<file path="config.mk">
export PLATFORM = sky130hd
export DESIGN_NAME = ramio_request
export DESIGN_NICKNAME = d
export VERILOG_FILES = /design/src/logic/ramio_pkg.sv /design/src/logic/ramio_request.sv
export VERILOG_INCLUDE_DIRS = /design/src /design/src/logic
export SDC_FILE = /design/constraint.sdc
export NUM_CORES = 1
export LEC_CHECK = 0
export CAP_MARGIN = 5
export CORE_MARGIN = 4
export CORE_UTILIZATION = 55
export CTS_BUF_LIST = sky130_fd_sc_hd__clkbuf_8
export DETAILED_ROUTE_END_ITERATION = 10
export DONT_BUFFER_PORTS = 1
export GPL_TIMING_DRIVEN = 0
export PLACE_DENSITY = 0.73
export SYNTH_ARGS = -nofsm -noshare
export SYNTH_HDL_FRONTEND = slang
export SYNTH_SLANG_ARGS = --single-unit
</file>
<file path="constraint.sdc">
create_clock -name clk -period 6.65 [get_ports clk]
set_clock_uncertainty 0.2 [all_clocks]
set_input_delay 1.6625 -clock clk [delete_from_list [all_inputs] [get_ports clk]]
set_output_delay 1.6625 -clock clk [all_outputs]
set_load 0.1 [all_outputs]
</file>
<file path="src/logic/ramio_defines.svh">
`ifndef RAMIO_DEFINES_SVH
`define RAMIO_DEFINES_SVH

// ----------------------------------------------------------
// burst RAM geometry
// ----------------------------------------------------------
`define RAM_ADDRESS_BITWIDTH 8     // 256 lines of 8 bytes
`define BURST_READ_LATENCY 4       // read cmd to rd_data_valid

// ----------------------------------------------------------
// cache geometry
// ----------------------------------------------------------
`define CACHE_LINE_IX_BITWIDTH 4   // 16 lines

// ----------------------------------------------------------
// memory mapped UART
// ----------------------------------------------------------
`define UART_TX_ADDR 32'hFFFF_FFFF
`define CLKS_PER_BIT 10

`endif
</file>
<file path="src/logic/ramio_pkg.sv">
package ramio_pkg;

  // store width requested by the core
  typedef enum logic [1:0] {
    WT_NONE = 2'd0,
    WT_BYTE = 2'd1,
    WT_HALF = 2'd2,
    WT_WORD = 2'd3
  } write_type_e;

  // load width and extension
  typedef enum logic [2:0] {
    RT_NONE   = 3'd0,
    RT_BYTE   = 3'd1,  // sign extended
    RT_HALF   = 3'd2,  // sign extended
    RT_WORD   = 3'd3,
    RT_BYTE_U = 3'd4,  // zero extended
    RT_HALF_U = 3'd5   // zero extended
  } read_type_e;

  // burst RAM command strobe
  typedef enum logic {
    BR_READ  = 1'b0,
    BR_WRITE = 1'b1
  } burst_cmd_e;

endpackage

</file>
<file path="src/logic/ramio_request.sv">
`timescale 1ns/100ps
`default_nettype none

`include "ramio_defines.svh"

module ramio_request
  import ramio_pkg::*;
(
  input  logic                                   clk,
  input  logic                                   rst_n,
  input  logic                                   enable,
  input  write_type_e                            write_type,
  input  read_type_e                             read_type,
  input  logic [31:0]                            address,
  input  logic [31:0]                            data_in,
  input  logic                                   cache_done,
  input  logic [31:0]                            cache_rd_data,
  input  logic                                   tx_busy,
  output logic                                   busy,
  output logic [31:0]                            data_out,
  output logic                                   data_out_ready,
  output logic                                   req_valid,
  output write_type_e                            req_write_type,
  output read_type_e                             req_read_type,
  output logic [2:0]                             req_offset,
  output logic [`CACHE_LINE_IX_BITWIDTH-1:0]     req_index,
  output logic [`RAM_ADDRESS_BITWIDTH-`CACHE_LINE_IX_BITWIDTH-1:0] req_tag,
  output logic [31:0]                            req_data,
  output logic                                   tx_start,
  output logic [7:0]                             tx_byte
);

  localparam int IX_W  = `CACHE_LINE_IX_BITWIDTH;
  localparam int TAG_W = `RAM_ADDRESS_BITWIDTH - IX_W;

  typedef enum logic [1:0] {
    S_IDLE,
    S_CACHE,      // waiting for cache_done
    S_TX_LAUNCH,  // tx_start on the wire, tx_busy not yet up
    S_TX_WAIT
  } state_e;

  state_e state;
  logic   to_uart;

  // only stores hit the transmitter, loads fall through to the cache
  assign to_uart = (write_type != WT_NONE) && (address == `UART_TX_ADDR);

  // ----------------------------------------------------------
  // busy / ready sequencing
  // ----------------------------------------------------------
  always_ff @(posedge clk) begin
    if (!rst_n) begin
      state          <= S_IDLE;
      busy           <= 1'b0;
      data_out_ready <= 1'b0;
      req_valid      <= 1'b0;
      tx_start       <= 1'b0;
    end else begin
      req_valid      <= 1'b0;  // all strobes are single cycle
      tx_start       <= 1'b0;
      data_out_ready <= 1'b0;
      case (state)
        S_IDLE: begin
          if (enable) begin
            busy <= 1'b1;
            if (to_uart) begin
              tx_start <= 1'b1;
              state    <= S_TX_LAUNCH;
            end else begin
              req_valid <= 1'b1;
              state     <= S_CACHE;
            end
          end
        end
        S_CACHE: begin
          if (cache_done) begin
            busy           <= 1'b0;
            data_out_ready <= (req_read_type != RT_NONE);  // stores give no pulse
            state          <= S_IDLE;
          end
        end
        S_TX_LAUNCH: state <= S_TX_WAIT;
        S_TX_WAIT: begin
          if (!tx_busy) begin  // stop bit finished
            busy  <= 1'b0;
            state <= S_IDLE;
          end
        end
        default: state <= S_IDLE;
      endcase
    end
  end

  // request registers and address split
  always_ff @(posedge clk) begin
    if (state == S_IDLE && enable) begin
      req_write_type <= write_type;
      req_read_type  <= read_type;
      req_offset     <= address[2:0];
      req_index      <= address[3 +: IX_W];
      req_tag        <= address[3 + IX_W +: TAG_W];
      req_data       <= data_in;
      tx_byte        <= data_in[7:0];
    end
    if (state == S_CACHE && cache_done && req_read_type != RT_NONE) begin
      data_out <= cache_rd_data;
    end
  end

endmodule

`default_nettype wire

</file>
# Yosys cells after proc, flatten, opt, wreduce, memory -nomap -nowiden
# Cells that the tools add are included.
dict set report totals {
  ff_bits 94
  in_bits 106
  output_inout_bits 92
}
dict set report op_classes {
  n_eq_ne 7
  muxes 11
  reduce_logical 12
}
# operator n
set ops {}
lappend ops {{$eq 32x32->1 const B} 1}
lappend ops {{$reduce_and 3->1} 3}
lappend ops {{$mux 2} 4}
lappend ops {{$pmux 2 s4} 1}
lappend ops {{$ne 2x2->1 const B} 3}
lappend ops {{$reduce_bool 3->1} 2}
lappend ops {{$mux 1} 5}
lappend ops {{$eq 2x2->1 const B} 2}
lappend ops {{$logic_and 1x1->1} 4}
lappend ops {{$reduce_and 4->1} 1}
lappend ops {{$pmux 1 s3} 1}
lappend ops {{$eq 2x1->1 const B} 1}
lappend ops {{$logic_not 2->1} 1}
lappend ops {{$reduce_bool 2->1} 1}

# Longest topological paths before layout
dict set report logic_depth {
  ltp_word 5
  ltp_mapped 5
  depth_no_buf 4
}

# Worst setup path before layout
# OpenSTA, ideal clock, no wires.
dict set report synth_timing {
  path_type {input port to flip-flop}
  start {input port cache_done}
  end {register data_out[0], enable pin}
  setup_time_ps 462
  arrival_ps 3942
  t_required_ps 5988
  slack_ps 2045
  path_stages 2
  path_buffers 0
  cell_sequence {nand2_1 nor3_1}
}
dict set report synth_via {
  elab_chain_cells 2
}
# element line
set synth_lines {}
lappend synth_lines {{start, declared} ramio_request.sv:16} ;# input logic cache_done,
lappend synth_lines {{$logic_and 1x1->1 (2 in a row)} ramio_request.sv:106} ;# if (state == S_CACHE && cache_done && req_read_type != RT_NONE) begin
lappend synth_lines {{end signal, assigned} ramio_request.sv:107} ;# data_out <= cache_rd_data;
lappend synth_lines {{end, declared} ramio_request.sv:20} ;# output logic [31:0] data_out,
# No other way between the ends.
# A chain may end at the register's enable or synchronous reset.

==> impl_metrics.ini <==
[outcome]
status = completed

[detailed_routing]
drt_wl_total_mm = 5.713
ant_nets = 0
route.detailed.drc = 0
routed_via_density = 5.707
first_iter_violations = 96
post_drt_wl_per_cell_um = 26.57
vias = 1227
drtPass1Iterations = 4

[setup_path]
cp_slowest_cell = edfxtp_1
crit_type = flip-flop to primary output
crit_buf_inv = 1
crit_required_ps = 4790
r2r_end = data_out[0]
timing.rr.start = req_read_type[1]
cp-start-kind = flip-flop
cp-end-kind = primary output
cp.arrival_ps = 1750
cp_cell_sequence = buf_4
worstRegToRegCells = 4
crit_fanout = 2
max_stage_delay_ps = 970
ff2ff_setup_slack_ps = 4140
cp_top_family = flip-flops

[sta]
grt_setup_unrepaired = false
hold_viol = 0
finalCritPeriodShare_pct = 54.26
max_freq_ghz = 0.2771
period_needed_ps = 3608
relSlewSlack_pct = 31.38
setup_viol = 0
worst_pin_slew_ps = 1028
slew_viol_final = 0
tns_ps = 0

[synth]
synth-seq-area-share_pct = 90.73
ys_warn_count = 0
syn_nets = 235
avgSynthCellArea_um2 = 21.55
ys_types = 20
ys_ff_latch = 86
synth_cells = 129
netlist_area_um2 = 2780

[final_layout]
layoutNonFillerInstCount = 215
fin_nets = 249
area_delta_synth_final_pct = 11.79
fill_cells = 351
drive_above_1_share_pct = 16.89
antenna_cells = 0

[grt]
grt_overflow_total = 0
antenna_found_initial = 0
grt_usage_pct = 18.16
grt_pass1_vias = 1274
grt_use_met2_pct = 31.82
grt_max_degree = 28
use_met1_pct = 17.49
use_met3_pct = 8.844
grt_pass1_wl_mm = 7.803
grt_busiest_layer = met2

[floorplanning]
die_height_um = 79.10
dieArea_um2 = 6256
ios = 198
start_util_pct = 57.71
rows = 25
fp.dieW_um = 79.10
coreArea_um2 = 4817

[min_path]
hold_path_depth = 1
min_to = state[0]
hold_path_class = flip-flop to flip-flop
hp-start = state[0]

[power_and_ir_drop]
p_leak_nw = 1.026
power_density_nw_per_um2 = 381.5
ir_worst_vdd_v = 0.0001812

[clocking]
clk_latency_ps = 340
clock_sinks = 86
cts_tree = built
cts.path.max_buffers = 2
post-cts-setup-buffers = 0
cts-buffers-inserted = 9
cts_hold_buf = 0
ctsRootBufferMaster = clkbuf_8
cts_resized = 0
path_clk_slew_ps = 70
htreeDepth = 3

[flow_run]
cap_violations = 0

[placed_design]
gp_congestion = 0.8245
dpl.cell_count = 199
io_buffers = 0
dp_hpwl_mm = 4.587
==> cells by family after synthesis <==
| family | synth area share [%] |
|---|---|
| and+or+nand+nor | 5.086 |
| buffers and inverters | 2.430 |
| AOI/OAI and AO/OA | 1.755 |
| DFF | 90.73 |
==> flip-flops by register name (all words and copies together) (netlist names) <==
name,cells
req_read_type,3
req_index,4
data_out,32
req_offset,3
req_valid,1
busy,1
req_write_type,2
data_out_ready,1
state,2
req_data,32
tx_start,1
req_tag,4
==> Yosys cell counts <==
cell type	count	area [um2]
o2111ai_1	1	8.760
buf_4	8	60.06
o22ai_1	1	6.260
and4_1	1	8.760
o21ai_0	1	5.000
nor2_1	2	7.510
nand4_1	7	43.79
a21oi_1	2	10.01
nor3_1	3	15.01
and2_1	1	6.260
nand2b_1	2	12.51
edfxtp_1	80	2402
nand2_1	6	22.52
inv_1	1	3.750
o211a_1	1	10.01
clkbuf_1	1	3.750
nor2b_1	3	18.77
o31a_1	1	8.760
dfxtp_1	6	120.1
nor4_1	1	6.260
==> power breakdown <==
| part | switching, mW | internal, mW |
|---|---|---|
| Sequential | 0.187 | 0.624 |
| Clock | 0.159 | 0.167 |
| Combinational | 0.0369 | 0.0102 |
==> worst max-delay path by stage <==
stage	start	to	slack (ps)	depth (start not counted)
5_1_grt	req_data[2]	tx_byte[2]	2980	1
4_1_cts	req_data[2]	tx_byte[2]	3020	1
3_5_place_dp	req_data[6]	tx_byte[6]	3400	1
6_report	req_data[6]	tx_byte[6]	3040	1
3_3_place_gp	enable	state[1]	1500	4
2_1_floorplan	cache_done	data_out[0]	2050	2
==> through the flow <==
| stage | setup WS (ps) | utilization, % | total power, mW | hold WS [ps] | area, um2 |
|---|---|---|---|---|---|
| floorplan | 2045 | - | 0.8583 | 317.5 | 2780 |
| global placement | 1504 | 59.45 | 0.8666 | 343.2 | 2864 |
| detailed placement | 3402 | 60.75 | 0.8721 | 361.1 | 2927 |
| CTS | 3019 | 64.52 | 1.195 | 384.7 | 3108 |
| global route | 2980 | 64.52 | 1.232 | 439.0 | 3108 |
| finish | 3042 | 64.52 | 1.186 | 390.2 | 3108 |
==> layout make-up <==
cell class	count	area (um2)	share of cell area [%]
Timing Repair Buffer	3	50.05	1.610
Multi-Input combinational cell	33	202.7	6.522
Clock buffer	9	123.9	3.986
Tap cell	67	83.83	2.697
Inverter	1	3.754	0.1208
Clock inverter	7	57.56	1.852
Sequential cell	86	2522	81.16
Buffer	9	63.81	2.053
==> cells in the final DEF, fill, tap and decap left out, drive strengths merged, types with 2 or more instances in the layout <==
| cell | synthesis | final |
|---|---|---|
| dfxtp | 6 | 6 |
| inv | 1 | 3 |
| nand2 | 6 | 6 |
| a21oi | 2 | 2 |
| buf | 8 | 11 |
| clkinv | 0 | 3 |
| clkbuf | 1 | 10 |
| nor2 | 2 | 2 |
| edfxtp | 80 | 80 |
| nor2b | 3 | 3 |
| nand4 | 7 | 7 |
| nand2b | 2 | 2 |
| nor3 | 3 | 3 |
==> routing by layer <==
metal	share of wire (%)	vias to the layer above
met5	0	-
li1	-	525
met3	11	9
met1	30	594
met4	1.7	0
met2	56	99
No activity file was read; power rests on OpenSTA's default activity.
