[src/logic/ramio_defines.svh]
`ifndef RAMIO_DEFINES_SVH
`define RAMIO_DEFINES_SVH

// ----------------------------------------------------------
// burst RAM geometry
// ----------------------------------------------------------
`define RAM_ADDRESS_BITWIDTH 8     // 256 lines of 8 bytes
`define BURST_READ_LATENCY 4       // read cmd to rd_data_valid

// ----------------------------------------------------------
// cache geometry
// ----------------------------------------------------------
`define CACHE_LINE_IX_BITWIDTH 4   // 16 lines

// ----------------------------------------------------------
// memory mapped UART
// ----------------------------------------------------------
`define UART_TX_ADDR 32'hFFFF_FFFF
`define CLKS_PER_BIT 10

`endif
[src/logic/uart_tx.sv]
`timescale 1ns/100ps
`default_nettype none

`include "ramio_defines.svh"

module uart_tx #(
  parameter int CLKS_PER_BIT = `CLKS_PER_BIT
) (
  input  logic       clk,
  input  logic       rst_n,
  input  logic       tx_start,
  input  logic [7:0] tx_byte,
  output logic       tx_busy,
  output logic       uart_tx
);

  localparam int CNT_W = (CLKS_PER_BIT > 1) ? $clog2(CLKS_PER_BIT) : 1;

  logic [CNT_W-1:0] clk_cnt;
  logic [3:0]       bit_cnt;  // 0 start, 1..8 data, 9 stop
  logic [8:0]       shreg;    // data bits then stop

  // ----------------------------------------------------------
  // 8N1 framing, LSB first
  // ----------------------------------------------------------
  always_ff @(posedge clk) begin
    if (!rst_n) begin
      tx_busy <= 1'b0;
      uart_tx <= 1'b1;  // line idles high
      clk_cnt <= '0;
      bit_cnt <= '0;
      shreg   <= '1;
    end else if (!tx_busy) begin
      if (tx_start) begin
        shreg   <= {1'b1, tx_byte};
        uart_tx <= 1'b0;  // start bit
        tx_busy <= 1'b1;
        clk_cnt <= '0;
        bit_cnt <= '0;
      end
    end else if (clk_cnt == CNT_W'(CLKS_PER_BIT - 1)) begin
      clk_cnt <= '0;
      if (bit_cnt == 4'd9) begin
        tx_busy <= 1'b0;  // stop bit done
      end else begin
        uart_tx <= shreg[0];
        shreg   <= {1'b1, shreg[8:1]};
        bit_cnt <= bit_cnt + 4'd1;
      end
    end else begin
      clk_cnt <= clk_cnt + 1'b1;
    end
  end

endmodule

`default_nettype wire

[config.mk]
export PLATFORM = sky130hd
export DESIGN_NAME = uart_tx
export DESIGN_NICKNAME = d
export VERILOG_FILES = /design/src/logic/uart_tx.sv
export VERILOG_INCLUDE_DIRS = /design/src /design/src/logic
export SDC_FILE = /design/constraint.sdc
export NUM_CORES = 1
export LEC_CHECK = 0
export BUFFER_PORTS_ARGS = -buffer_cell sky130_fd_sc_hd__buf_2
export CAP_MARGIN = 0
export CORE_MARGIN = 1
export CORE_UTILIZATION = 40
export CTS_CLUSTER_DIAMETER = 150
export DETAILED_ROUTE_END_ITERATION = 8
export GPL_ROUTABILITY_DRIVEN = 0
export SYNTH_ARGS = -nofsm -noshare
export SYNTH_HDL_FRONTEND = slang
export SYNTH_SLANG_ARGS = --single-unit
[constraint.sdc]
create_clock -name clk -period 2.2 [get_ports clk]
set_clock_uncertainty 0.1 [all_clocks]
set_input_delay 0 -clock clk [delete_from_list [all_inputs] [get_ports clk]]
set_output_delay 0 -clock clk [all_outputs]
set_load 0.01 [all_outputs]
After elaboration in Yosys (flattened, before gate mapping)

Index checks and enable logic that the tools add are counted.

Add/sub/neg operators: 2
Reductions and logical operators: 2
Mux-type cells: 18
Equal/unequal tests: 4

Operator list:

| kind                                                            | count |
|---|---|
| 9-bit two-way mux                                               | 4 |
| 4-bit two-way mux                                               | 6 |
| 4-bit by 1-bit adder with 4-bit output, second input constant   | 2 |
| 4-bit equality test, second input constant                      | 2 |
| 1-bit two-way mux                                               | 8 |
| 3-bit AND reduction                                             | 1 |
| 2-bit by 1-bit != test with 1-bit output, second input constant | 1 |
| 2-bit != test, second input constant                            | 1 |
| 2-bit nonzero test                                              | 1 |

Logic and storage cells: 31
Input port bits: 11
Output and inout port bits: 2
Bits in registers: 19

Depth between registers and ports, before layout

Gate-level depths: netlist of run 1.

Depth in word-level cells: 4
Mapped depth: 7

Worst setup path before layout of run 1

No wires, ideal clock.

Path kind: reg2reg
From: register clk_cnt[1]
To: register uart_tx
Data arrival time: 1.321 ns
Setup time: 0.122 ns
Period minus slack after synthesis: 1.542 ns
Setup slack: 0.658 ns
Required time: 1.978 ns
Cell stages (with the launch flop): 7
Cell sequence: dfxtp_1 inv_1 ha_1 and3b_1 buf_6 and3_4 a221o_1

Cells in the longest elaborated chain, start to end: 3

Ends and longest elaborated chain:

| what                                                      | RTL line      | RTL |
|---|---|---|
| from (decl)                                               | uart_tx.sv:19 | `logic [CNT_W-1:0] clk_cnt;` |
| from (signal assigned)                                    | uart_tx.sv:51 | `clk_cnt <= clk_cnt + 1'b1;` |
| 4-bit equality test                                       | uart_tx.sv:41 | `end else if (clk_cnt == CNT_W'(CLKS_PER_BIT - 1)) begin` |
| 2-bit by 1-bit != test with 1-bit output (no source line) | --            |  |
| 3-bit AND reduction (no source line)                      | --            |  |
| to (signal assigned)                                      | uart_tx.sv:46 | `uart_tx <= shreg[0];` |
| to (decl)                                                 | uart_tx.sv:14 | `output logic uart_tx` |

No other way between the ends.
A chain may end at the register's enable or synchronous reset.

Worst setup path after layout of run 1

From: register clk_cnt[1]
To: register shreg[0]

Cells in the longest elaborated chain, start to end: 3

Ends and longest elaborated chain:

| what                                                      | RTL line      | RTL |
|---|---|---|
| 4-bit equality test                                       | uart_tx.sv:41 |  |
| 2-bit by 1-bit != test with 1-bit output (no source line) | --            |  |
| 3-bit AND reduction (no source line)                      | --            |  |
| to (signal assigned)                                      | uart_tx.sv:35 | `shreg <= {1'b1, tx_byte};` |
| to (signal assigned)                                      | uart_tx.sv:47 | `shreg <= {1'b1, shreg[8:1]};` |
| to (decl)                                                 | uart_tx.sv:21 | `logic [8:0] shreg;` |

No other way between the ends.

==> run summary, run 1 <==
Synth Register Bits = 18
Avg Cell Area, Syn = 9.33 um2
FP Rows = 17
Largest net degree at the start of global routing = 25
Total track usage = 0.167
PD cells = 557 nW/um2
Fillers = 237
Detailed placer's ending HPWL = 1270 um
RSZ-0062 raised after global routing = false
Initial antenna violation count = 0
Total CTS buffers = 3
Hold Path Class = input pin to register
Critical Path RT = 2340 ps
WL per Instance = 12.2 um
Fin util = 0.519
Vias/cell = 5.37
Final Critical Period = 1730 ps
Sequential fraction of the synthesis area = 0.368
Clock sinks = 18
Number of global-route vias before repair = 807
Cell Chain, Critical Path = inv_1 -> ha_1 -> and3b_1 -> a31oi_4 -> mux2i_1
Syn-to-layout area delta = 19.5%
Htree depth = 1
Distinct cells, synth = 34
Post-synth top area share = 0.368
Clk slew on worst S/H paths = 100 ps
Via Count = 821
Tightest hold margin = 8.43 ps
Die span in x = 51.5 um
Setup TNS = 0 ps
CP max stage cell = a31oi_4
Outcome = finished clean
Clk buf depth = 2
Ports = 13
Die height = 51.5 um
Worst Setup End Kind = register
Final nets = 141
Achievable Freq = 577 MHz
Mapped Cells = 105
CP startpoint kind = register
DR DRC count = 0
Die area = 2650 um2
Drt first pass iters = 4
Post-CTS Resized = 0
Postcts setup bufs = 0
Later-pin clock latency in the skew report = 300 ps
Worst ir drop on vdd = 0.339 mV
Synth area leaders = dfxtp_1, mux2i_1, nor2b_1
Hold Vio Cnt, Final = 0
Diodes inserted = 0
Fin crit share = 0.788
Worst path arrival time = 1870 ps
Port bufs = 12
Fin. max-slew vios = 0
Yosys top cell by area = dfxtp_1
Normalized max-slew margin = 0.537
Post-DRT Antenna Nets = 0
Leak = 0.519 nW
Worst setup path class = register to register
Yosys warnings = 0
Maxcap violations = 0
GRT overflow = 0
Drt first-iter violations = 10
Effective utilization at floorplan = 0.435
Core Region = 2250 um2
CTS tree = built
Worst stage delay on the critical path = 440 ps
WL final = 1870 um
First-pass GRT wire length = 3320 um
Syn nets = 120
Root Buffer Master = clkbuf_4
Worst Tran Pin Value = 693 ps
CP max FO = 11
Final setup fails = 0
Share of cells above drive strength 1 = 0.200
Post-Synthesis Cell Area = 980 um2
critical path, delay by kind of cell (launching register included):
kind	cells	cell delay, ps
adders and majority gates	1	190
buffers and inverters	1	80
DFF	1	370
AOI/OAI and AO/OA	1	440
muxes	1	230
and+or+nand+nor	1	260
placed cells by master, fill, tap and decap left out, types with 2 or more instances in the layout:
| cell | Yosys | routed |
|---|---|---|
| nor2b_1 | 10 | 10 |
| a21oi_1 | 3 | 3 |
| nand2b_1 | 2 | 2 |
| dlygate4sd3_1 | 0 | 9 |
| ha_1 | 4 | 4 |
| buf_4 | 0 | 2 |
| a31oi_1 | 2 | 2 |
| nand3b_1 | 2 | 2 |
| nand4_1 | 2 | 2 |
| mux2i_1 | 7 | 7 |
| inv_1 | 6 | 6 |
| nor2_1 | 12 | 12 |
| nand4b_1 | 2 | 2 |
| dfxtp_1 | 18 | 18 |
| clkbuf_4 | 0 | 3 |
| a211oi_1 | 8 | 8 |
| nand2_1 | 4 | 4 |
| buf_2 | 3 | 12 |
kinds of logic (layout without fill, tap and decap cells):
logic type	Yosys count	after routing	share of synthesized area
buf+inv	13	33	0.0690
simple gates	39	39	0.236
flops	18	18	0.368
fa+ha+maj	4	4	0.0511
compound gates	24	24	0.204
mux	7	7	0.0715
what timing repair did:
item                                    CTS  global route
hold buffers                              9             0
endpoints found under the hold margin    11             0
endpoints found under the setup margin    0             0
registers in the layout, indices dropped and copies added (netlist names):
signal,cells
shreg,8
tx_busy,1
uart_tx,1
clk_cnt,4
bit_cnt,4
final timing paths:
kind | from | depth (start not counted) | slack (ps) | to
hold / removal | tx_byte[4] | 4 | 8 | shreg[4]
setup reg to reg | clk_cnt[1] | 5 | 470 | shreg[0]
setup / recovery | clk_cnt[1] | 5 | 470 | shreg[0]
hold reg to reg | uart_tx | 1 | 400 | uart_tx
cell usage after synthesis:
cell      count
nand4_1       2
a31oi_4       1
ha_1          4
nand2b_1      2
nand2_1       4
nand3_1       1
and3b_1       1
a32oi_1       1
buf_6         2
nand3b_1      2
and3_4        1
a31oi_1       2
nand4b_1      2
a21o_2        1
a211oi_1      8
clkbuf_1      1
dfxtp_1      18
a31o_2        1
nand3b_4      1
o32a_2        1
buf_1         1
nor2_1       12
a21oi_1       3
o211a_1       1
o211ai_1      1
a32o_2        1
buf_2         3
nor2b_1      10
o2bb2a_1      1
a221o_1       1
mux2i_1       7
and3_1        1
inv_1         6
o21ai_0       1
per-layer routing:
layer	track usage	vias up	share of wire
met1	0.187	388	0.48
met4	0.0676	0	0.021
met2	0.292	11	0.46
met3	0.0526	5	0.032
met5	0	-	0
li1	-	417	-
cell type report:
type	instances	area [um2]	area share
tap	28	35.0	0.0299
inverter	6	22.5	0.0192
sequential	18	360	0.308
clock buffer	4	36.3	0.0310
timing repair buffer	23	165	0.141
multi-input combinational	74	552	0.471
report_power, final:
group          leakage [nW]  internal [mW]  total (mW)  switching, mW
combinational         0.350         0.0478      0.0906         0.0428
sequential            0.147          0.341       0.354         0.0123
clock                0.0210          0.101       0.208          0.107
stage by stage:
stage               cell area (um2)  std cells  setup slack, ps  power, mW
floorplan                       980        105              658      0.418
global placement               1040        140              549      0.438
detailed placement             1040        140              482      0.441
CTS                            1170        153              445      0.665
global route                   1170        153              319      0.690
finish                         1170        153              467      0.653
Note: power is estimated with default switching activity, not from simulation.
==> run 2: changes to the inputs <==
ABC_AREA = 1   (was not set)
clock period = 1.4 ns   (was 2.2 ns; I/O delays follow)
==> run summary, run 2 <==
Outcome = finished clean
WHS Endpoint = uart_tx
Normalized max-slew margin = 0.815 (+0.278)
Hold Crit Depth = 2 (-2)
Most numerous cell in the Yosys netlist = nand2_1
Final Critical Period = 1340 ps (-393 ps)
FP Rows = 17 (unchanged)
Setup TNS = 0 ps (unchanged)
Worst path arrival time = 1430 ps (-440 ps)
Avg Cell Area, Syn = 7.08 um2 (-24%)
PD cells = 888 nW/um2 (+59%)
Achievable Freq = 746 MHz (+29%)
Effective utilization at floorplan = 0.428 (-0.00651)
Total CTS buffers = 3 (unchanged)
Port bufs = 12 (unchanged)
Post-synth EDFFs = 0 (unchanged)
CP max FO = 5 (-6)
Critical Path RT = 1490 ps (-850 ps)
Worst Setup End Kind = register
Post-DRT Antenna Nets = 0 (unchanged)
Diodes inserted = 0 (unchanged)
Yosys warnings = 0 (unchanged)
Worst ir drop on vdd = 0.634 mV (+87%)
Fin. max-slew vios = 0 (unchanged)
Synth area leaders = dfxtp_1, nand2_1, nand3_1
Biggest regs = shreg x8, bit_cnt x4, clk_cnt x4
Hold Path Class = register to register
Worst Tran Pin Value = 277 ps (-416 ps)
Synth Register Bits = 18 (unchanged)
Worst setup path class = register to register
Ports = 13 (unchanged)
Yosys top cell by area = dfxtp_1
Die span in x = 50.9 um (-1.2%)
First-pass GRT wire length = 3470 um (+4.6%)
Most frequent cells in the layout = nand2_1, dfxtp_1, nand3_1, buf_2, buf_4
Largest register by flop count = shreg
WL per Instance = 10.6 um (-13%)
WL final = 2130 um (+14%)
Total track usage = 0.175 (+0.00776)
Die area = 2590 um2 (-2.3%)
Vias/cell = 4.72 (-12%)
Clock sinks = 18 (unchanged)
Distinct cells, synth = 24 (-29%)
Via Count = 944 (+15%)
Maxcap violations = 0 (unchanged)
Fillers = 203 (-14%)
Area occupied by registers = 365 um2 (+1.4%)
Fin cells = 200 (+31%)
Leak = 0.659 nW (+27%)
Final setup fails = 0 (unchanged)
Post-Synthesis Cell Area = 956 um2 (-2.4%)
Reg2reg setup slack = 60 ps (-410 ps)
Asr flop ratio synth = 0 (unchanged)
Hold Vio Cnt, Final = 0 (unchanged)
Most common cell after layout, fill and taps aside = nand2_1
Most frequent cells after synthesis = nand2_1, dfxtp_1, nand3_1, inv_1, nor2_1
Die height = 50.9 um (-1.2%)
Reg2reg end = shreg[7]
Drt first pass iters = 2 (-2)
Largest net degree at the start of global routing = 15 (-40%)
CTS tree = built
Worst stage delay on the critical path = 350 ps (-90 ps)
Clk buf depth = 2 (unchanged)
Final nets = 188 (+33%)
Multi-input combinational cell area = 538 um2 (-2.5%)
Top_reg_cell synth = dfxtp_1
Initial antenna violation count = 0 (unchanged)
Syn-to-layout area delta = 36.6%
GRT overflow = 0 (unchanged)
Htree depth = 1 (unchanged)
Post-synth top area share = 0.377 (+0.00915)
Max reg flops = 8 (unchanged)
Number of global-route vias before repair = 842 (+4.3%)
DR DRC count = 0 (unchanged)
Worst Reg-to-Reg Cells = 8 (+3)
Cell Count Post-Placement = 182 (+30%)
Fin crit share = 0.957 (+0.170)
Sequential fraction of the synthesis area = 0.377 (+0.00915)
Root Buffer Master = clkbuf_4
Clk slew on worst S/H paths = 110 ps (about the same)
Worst r2r src = clk_cnt[1]
Mapped Cells = 135 (+29%)
Later-pin clock latency in the skew report = 300 ps (about the same)
Hold path start = uart_tx
Drt first-iter violations = 14 (+4)
Detailed placer's ending HPWL = 1350 um (+6.5%)
Cell Chain, Critical Path = inv_2 -> ha_4 -> nand3_4 -> nand2_4 -> buf_6 -> buf_4 -> o2111ai_1 -> nand3_1
Core Region = 2230 um2 (-0.94%)
CP startpoint kind = register
Syn nets = 150 (+25%)
CP max stage cell = dfxtp_2
Share of cells above drive strength 1 = 0.285 (+0.0849)
[run 2: changes by cell type after synthesis, sizes merged, moves of 7 or more]
| cell | delta |
|---|---|
| a211oi | -8 |
| nand3 | +13 |
| nand2 | +50 |
| inv | +9 |
| nor2b | -10 |
| mux2i | -7 |
[run 2: worst max path at each step]
stage,start,endpoint,slack [ps],cells past startpoint
after floorplan,clk_cnt[0],shreg[0],60,7
after global routing,clk_cnt[1],shreg[7],-10,8
after CTS,clk_cnt[1],shreg[1],10,8
final,clk_cnt[1],shreg[7],60,8
after global placement,tx_busy,shreg[0],50,7
after detailed placement,clk_cnt[1],shreg[1],20,8
[run 2: cell type report]
cell class / instances / share of cell area
inverters: 15 / 0.0450
repair buffers: 36 / 0.209
well taps: 28 / 0.0268
flip-flops and latches: 18 / 0.280
clock buffers: 4 / 0.0278
multi-input cells: 99 / 0.412
[run 2: layer usage]
metal  wire (um)  track usage
met1        1100        0.244
met2         952        0.267
met3          46       0.0357
met4          29       0.0602
met5           0            0
[run 2: report_power, final]
group	internal, mW	switching (mW)	total, mW
Sequential	0.551	0.0237	0.575
Combinational	0.121	0.138	0.259
Clock	0.158	0.168	0.326
Total	0.831	0.329	1.16
[run 2: kinds of logic (layout without fill, tap and decap cells)]
group | after synthesis | count (layout) | synth area share
simple gates | 83 | 84 | 0.407
buf+inv | 19 | 55 | 0.0916
flops | 18 | 18 | 0.377
compound gates | 10 | 10 | 0.0628
fa+ha+maj | 4 | 4 | 0.0524
xor+xnor | 1 | 1 | 0.00916
[run 2: per-stage QoR]
step                      power (mW)  setup slack [ps]  area [um2]  hold WS, ps   util
after floorplan                0.736              61.8         956         24.9      -
after global placement         0.800              52.6        1100          166  0.494
after detailed placement       0.801              16.2        1100          167  0.494
after CTS                       1.15              14.2        1240          378  0.556
after global routing            1.23             -12.5        1310          406  0.585
final                           1.16              59.8        1310          370  0.585
[run 2: repair_timing]
item | in CTS | in global routing
hold endpoints to repair | 15 | 0
pin swaps | 0 | 6
setup endpoints to repair | 4 | 13
gates cloned | 0 | 1
setup buffers | 0 | 3
hold buffers | 10 | 0
gates resized for setup | 1 | 10
[run 2: critical path, delay by kind of cell (launching register included)]
family / cells / cell delay, ps
flip-flops: 1 / 350
buffers and inverters: 3 / 320
AND/OR/NAND/NOR: 3 / 240
adder cells (fa/ha/maj): 1 / 150
AO/OA/AOI/OAI: 1 / 60
==> run 3: changes to the inputs <==
BUFFER_PORTS_ARGS = not set   (was -buffer_cell sky130_fd_sc_hd__buf_2)
DONT_BUFFER_PORTS = 1   (was not set)
==> run summary, run 3 (same netlist as run 2, synthesis figures left out) <==
Fin. max-slew vios = 0 (unchanged)
Post-DRT Antenna Nets = 0 (unchanged)
WL per Instance = 11.6 um (+8.5%)
Tightest hold margin = -313 ps (-683 ps)
CP Capture Point = bit_cnt[1]
Reg2reg setup slack = 70 ps (about the same)
Die span in x = 50.9 um (unchanged)
PD cells = 980 nW/um2 (+10%)
Achievable Freq = 751 MHz (+0.64%)
Worst Setup End Kind = register
Fin cells = 176 (-12%)
CTS tree = built
CP startpoint kind = register
Critical Path RT = 1520 ps (+30 ps)
Ports = 13 (unchanged)
Clk slew on worst S/H paths = 110 ps (about the same)
Drt first pass iters = 4 (+2)
Leak = 0.560 nW (-15%)
Worst Tran Pin Value = 233 ps (-44.9 ps)
Fin util = 0.508 (-0.0768)
Hold Path Class = input pin to register
Top sig layer = met4
Maxcap violations = 0 (unchanged)
Worst r2r src = clk_cnt[0]
Biggest regs = shreg x8, bit_cnt x4, clk_cnt x4
Met1 Wirelength = 954 um (-13%)
Initial antenna violation count = 0 (unchanged)
Clock sinks = 18 (unchanged)
Worst Reg-to-Reg Cells = 6 (-2)
Outcome = finished with violations
Switch share = 0.282 (-0.00192)
Htree depth = 1 (unchanged)
Final setup fails = 0 (unchanged)
Clk buf depth = 2 (unchanged)
CP max FO = 6 (+1)
Root Buffer Master = clkbuf_4
Post-CTS Hold Buffers = 2 (-8)
Cell Count Post-Placement = 169 (-7.1%)
Die area = 2590 um2 (unchanged)
Drt first-iter violations = 13 (-1)
Switching Power = 0.314 mW (-4.8%)
First-pass GRT wire length = 3460 um (-0.20%)
Die height = 50.9 um (unchanged)
Max reg flops = 8 (unchanged)
Failing checks = hold timing
Later-pin clock latency in the skew report = 290 ps (about the same)
Share of cells above drive strength 1 = 0.216 (-0.0687)
Number of global-route vias before repair = 826 (-1.9%)
Final nets = 164 (-13%)
Port bufs = 0 (-12)
Syn-to-layout area delta = 18.7%
Clock power share = 0.292 (+0.011)
RSZ-0062 raised after global routing = false
CP startpoint = clk_cnt[0]
Comb pwr share = 0.189 (-0.034)
Effective utilization at floorplan = 0.428 (unchanged)
Core Region = 2230 um2 (unchanged)
Reg2reg end = bit_cnt[1]
Via Count = 889 (-5.8%)
Fillers = 228 (+12%)
Detailed placer's ending HPWL = 1350 um (-0.29%)
Largest net degree at the start of global routing = 15 (unchanged)
Power Internal = 0.799 mW (-3.9%)
Diodes inserted = 0 (unchanged)
Power, Total = 1.11 mW (-4.1%)
Worst ir drop on vdd = 0.641 mV (+1.0%)
Worst path arrival time = 1450 ps (+20 ps)
Met2 wire length = 964 um (+1.3%)
Vias/cell = 5.05 (+7.0%)
Most frequent cells in the layout = nand2_1, dfxtp_1, nand3_1
Normalized max-slew margin = 0.845 (+0.0298)
Total track usage = 0.178 (+0.00278)
Fin crit share = 0.951 (-0.00606)
GRT overflow = 0 (unchanged)
DR DRC count = 0 (unchanged)
Worst setup path class = register to register
Met3 WL = 85 um (+85%)
Sequential Power Share = 0.519 (+0.023)
Hold Vio Cnt, Final = 13 (+13)
Setup TNS = 0 ps (unchanged)
Largest register by flop count = shreg
WL final = 2030 um (-4.5%)
Final Critical Period = 1330 ps (-8.49 ps)
Total CTS buffers = 3 (unchanged)
Postcts setup bufs = 0 (unchanged)
Most common cell after layout, fill and taps aside = nand2_1
FP Rows = 17 (unchanged)
[run 3: changes by cell type in the layout (fill, tap and decap cells not counted), sizes merged]
cell / previous run / this run
dlygate4sd3: 10 / 2
buf: 26 / 10
[run 3: final cells by class]
class                   count  area, um2  area share
clock buffers               4       36.3      0.0320
inverters                  15       58.8      0.0518
multi-input cells          99        538       0.474
flip-flops and latches     18        364       0.321
well taps                  28       35.0      0.0309
repair buffers             12        103      0.0904
[run 3: how the worst min path moves through the flow]
stage                 endpoint  cells after the start  start
floorplan           bit_cnt[2]                      2  rst_n
global placement      shreg[2]                      1  rst_n
detailed placement    shreg[3]                      1  rst_n
CTS                   shreg[3]                      1  rst_n
global route          shreg[2]                      1  rst_n
finish                shreg[3]                      1  rst_n
[run 3: routing by layer]
metal,vias to the layer above,GRT usage
li1,457,-
met1,410,0.216
met2,18,0.313
met3,4,0.0268
met4,0,0.0694
met5,-,0
[run 3: power groups by stage]
stage	registers, mW	logic [mW]	clock network, mW
after detailed placement	0.586	0.193	0
final	0.578	0.210	0.324
after global routing	0.582	0.245	0.348
after global placement	0.586	0.190	0
after CTS	0.576	0.199	0.335
after floorplan	0.582	0.154	0
[run 3: worst max-delay path, cell delays in order (launching register included)]
cell and delay [ps]:
dfxtp_1 400, ha_4 160, nand3_4 80, nand2_4 120, buf_6 130, nand4_1 100, a21oi_1 170
[run 3: what timing repair did]
| action | 4_1_cts | 5_1_grt |
|---|---|---|
| gates resized for setup | 1 | 9 |
| cloned | 0 | 1 |
| hold endpoints to repair | 18 | 13 |
| setup endpoints to repair | 2 | 13 |
| pin swaps | 0 | 1 |
[run 3: per-stage QoR]
stage,worst slack (ps),instance area [um2]
2_1_floorplan,61.8,956
3_3_place_gp,56.3,1030
3_5_place_dp,27.5,1030
4_1_cts,0.936,1090
5_1_grt,6.11,1130
6_report,68.3,1130
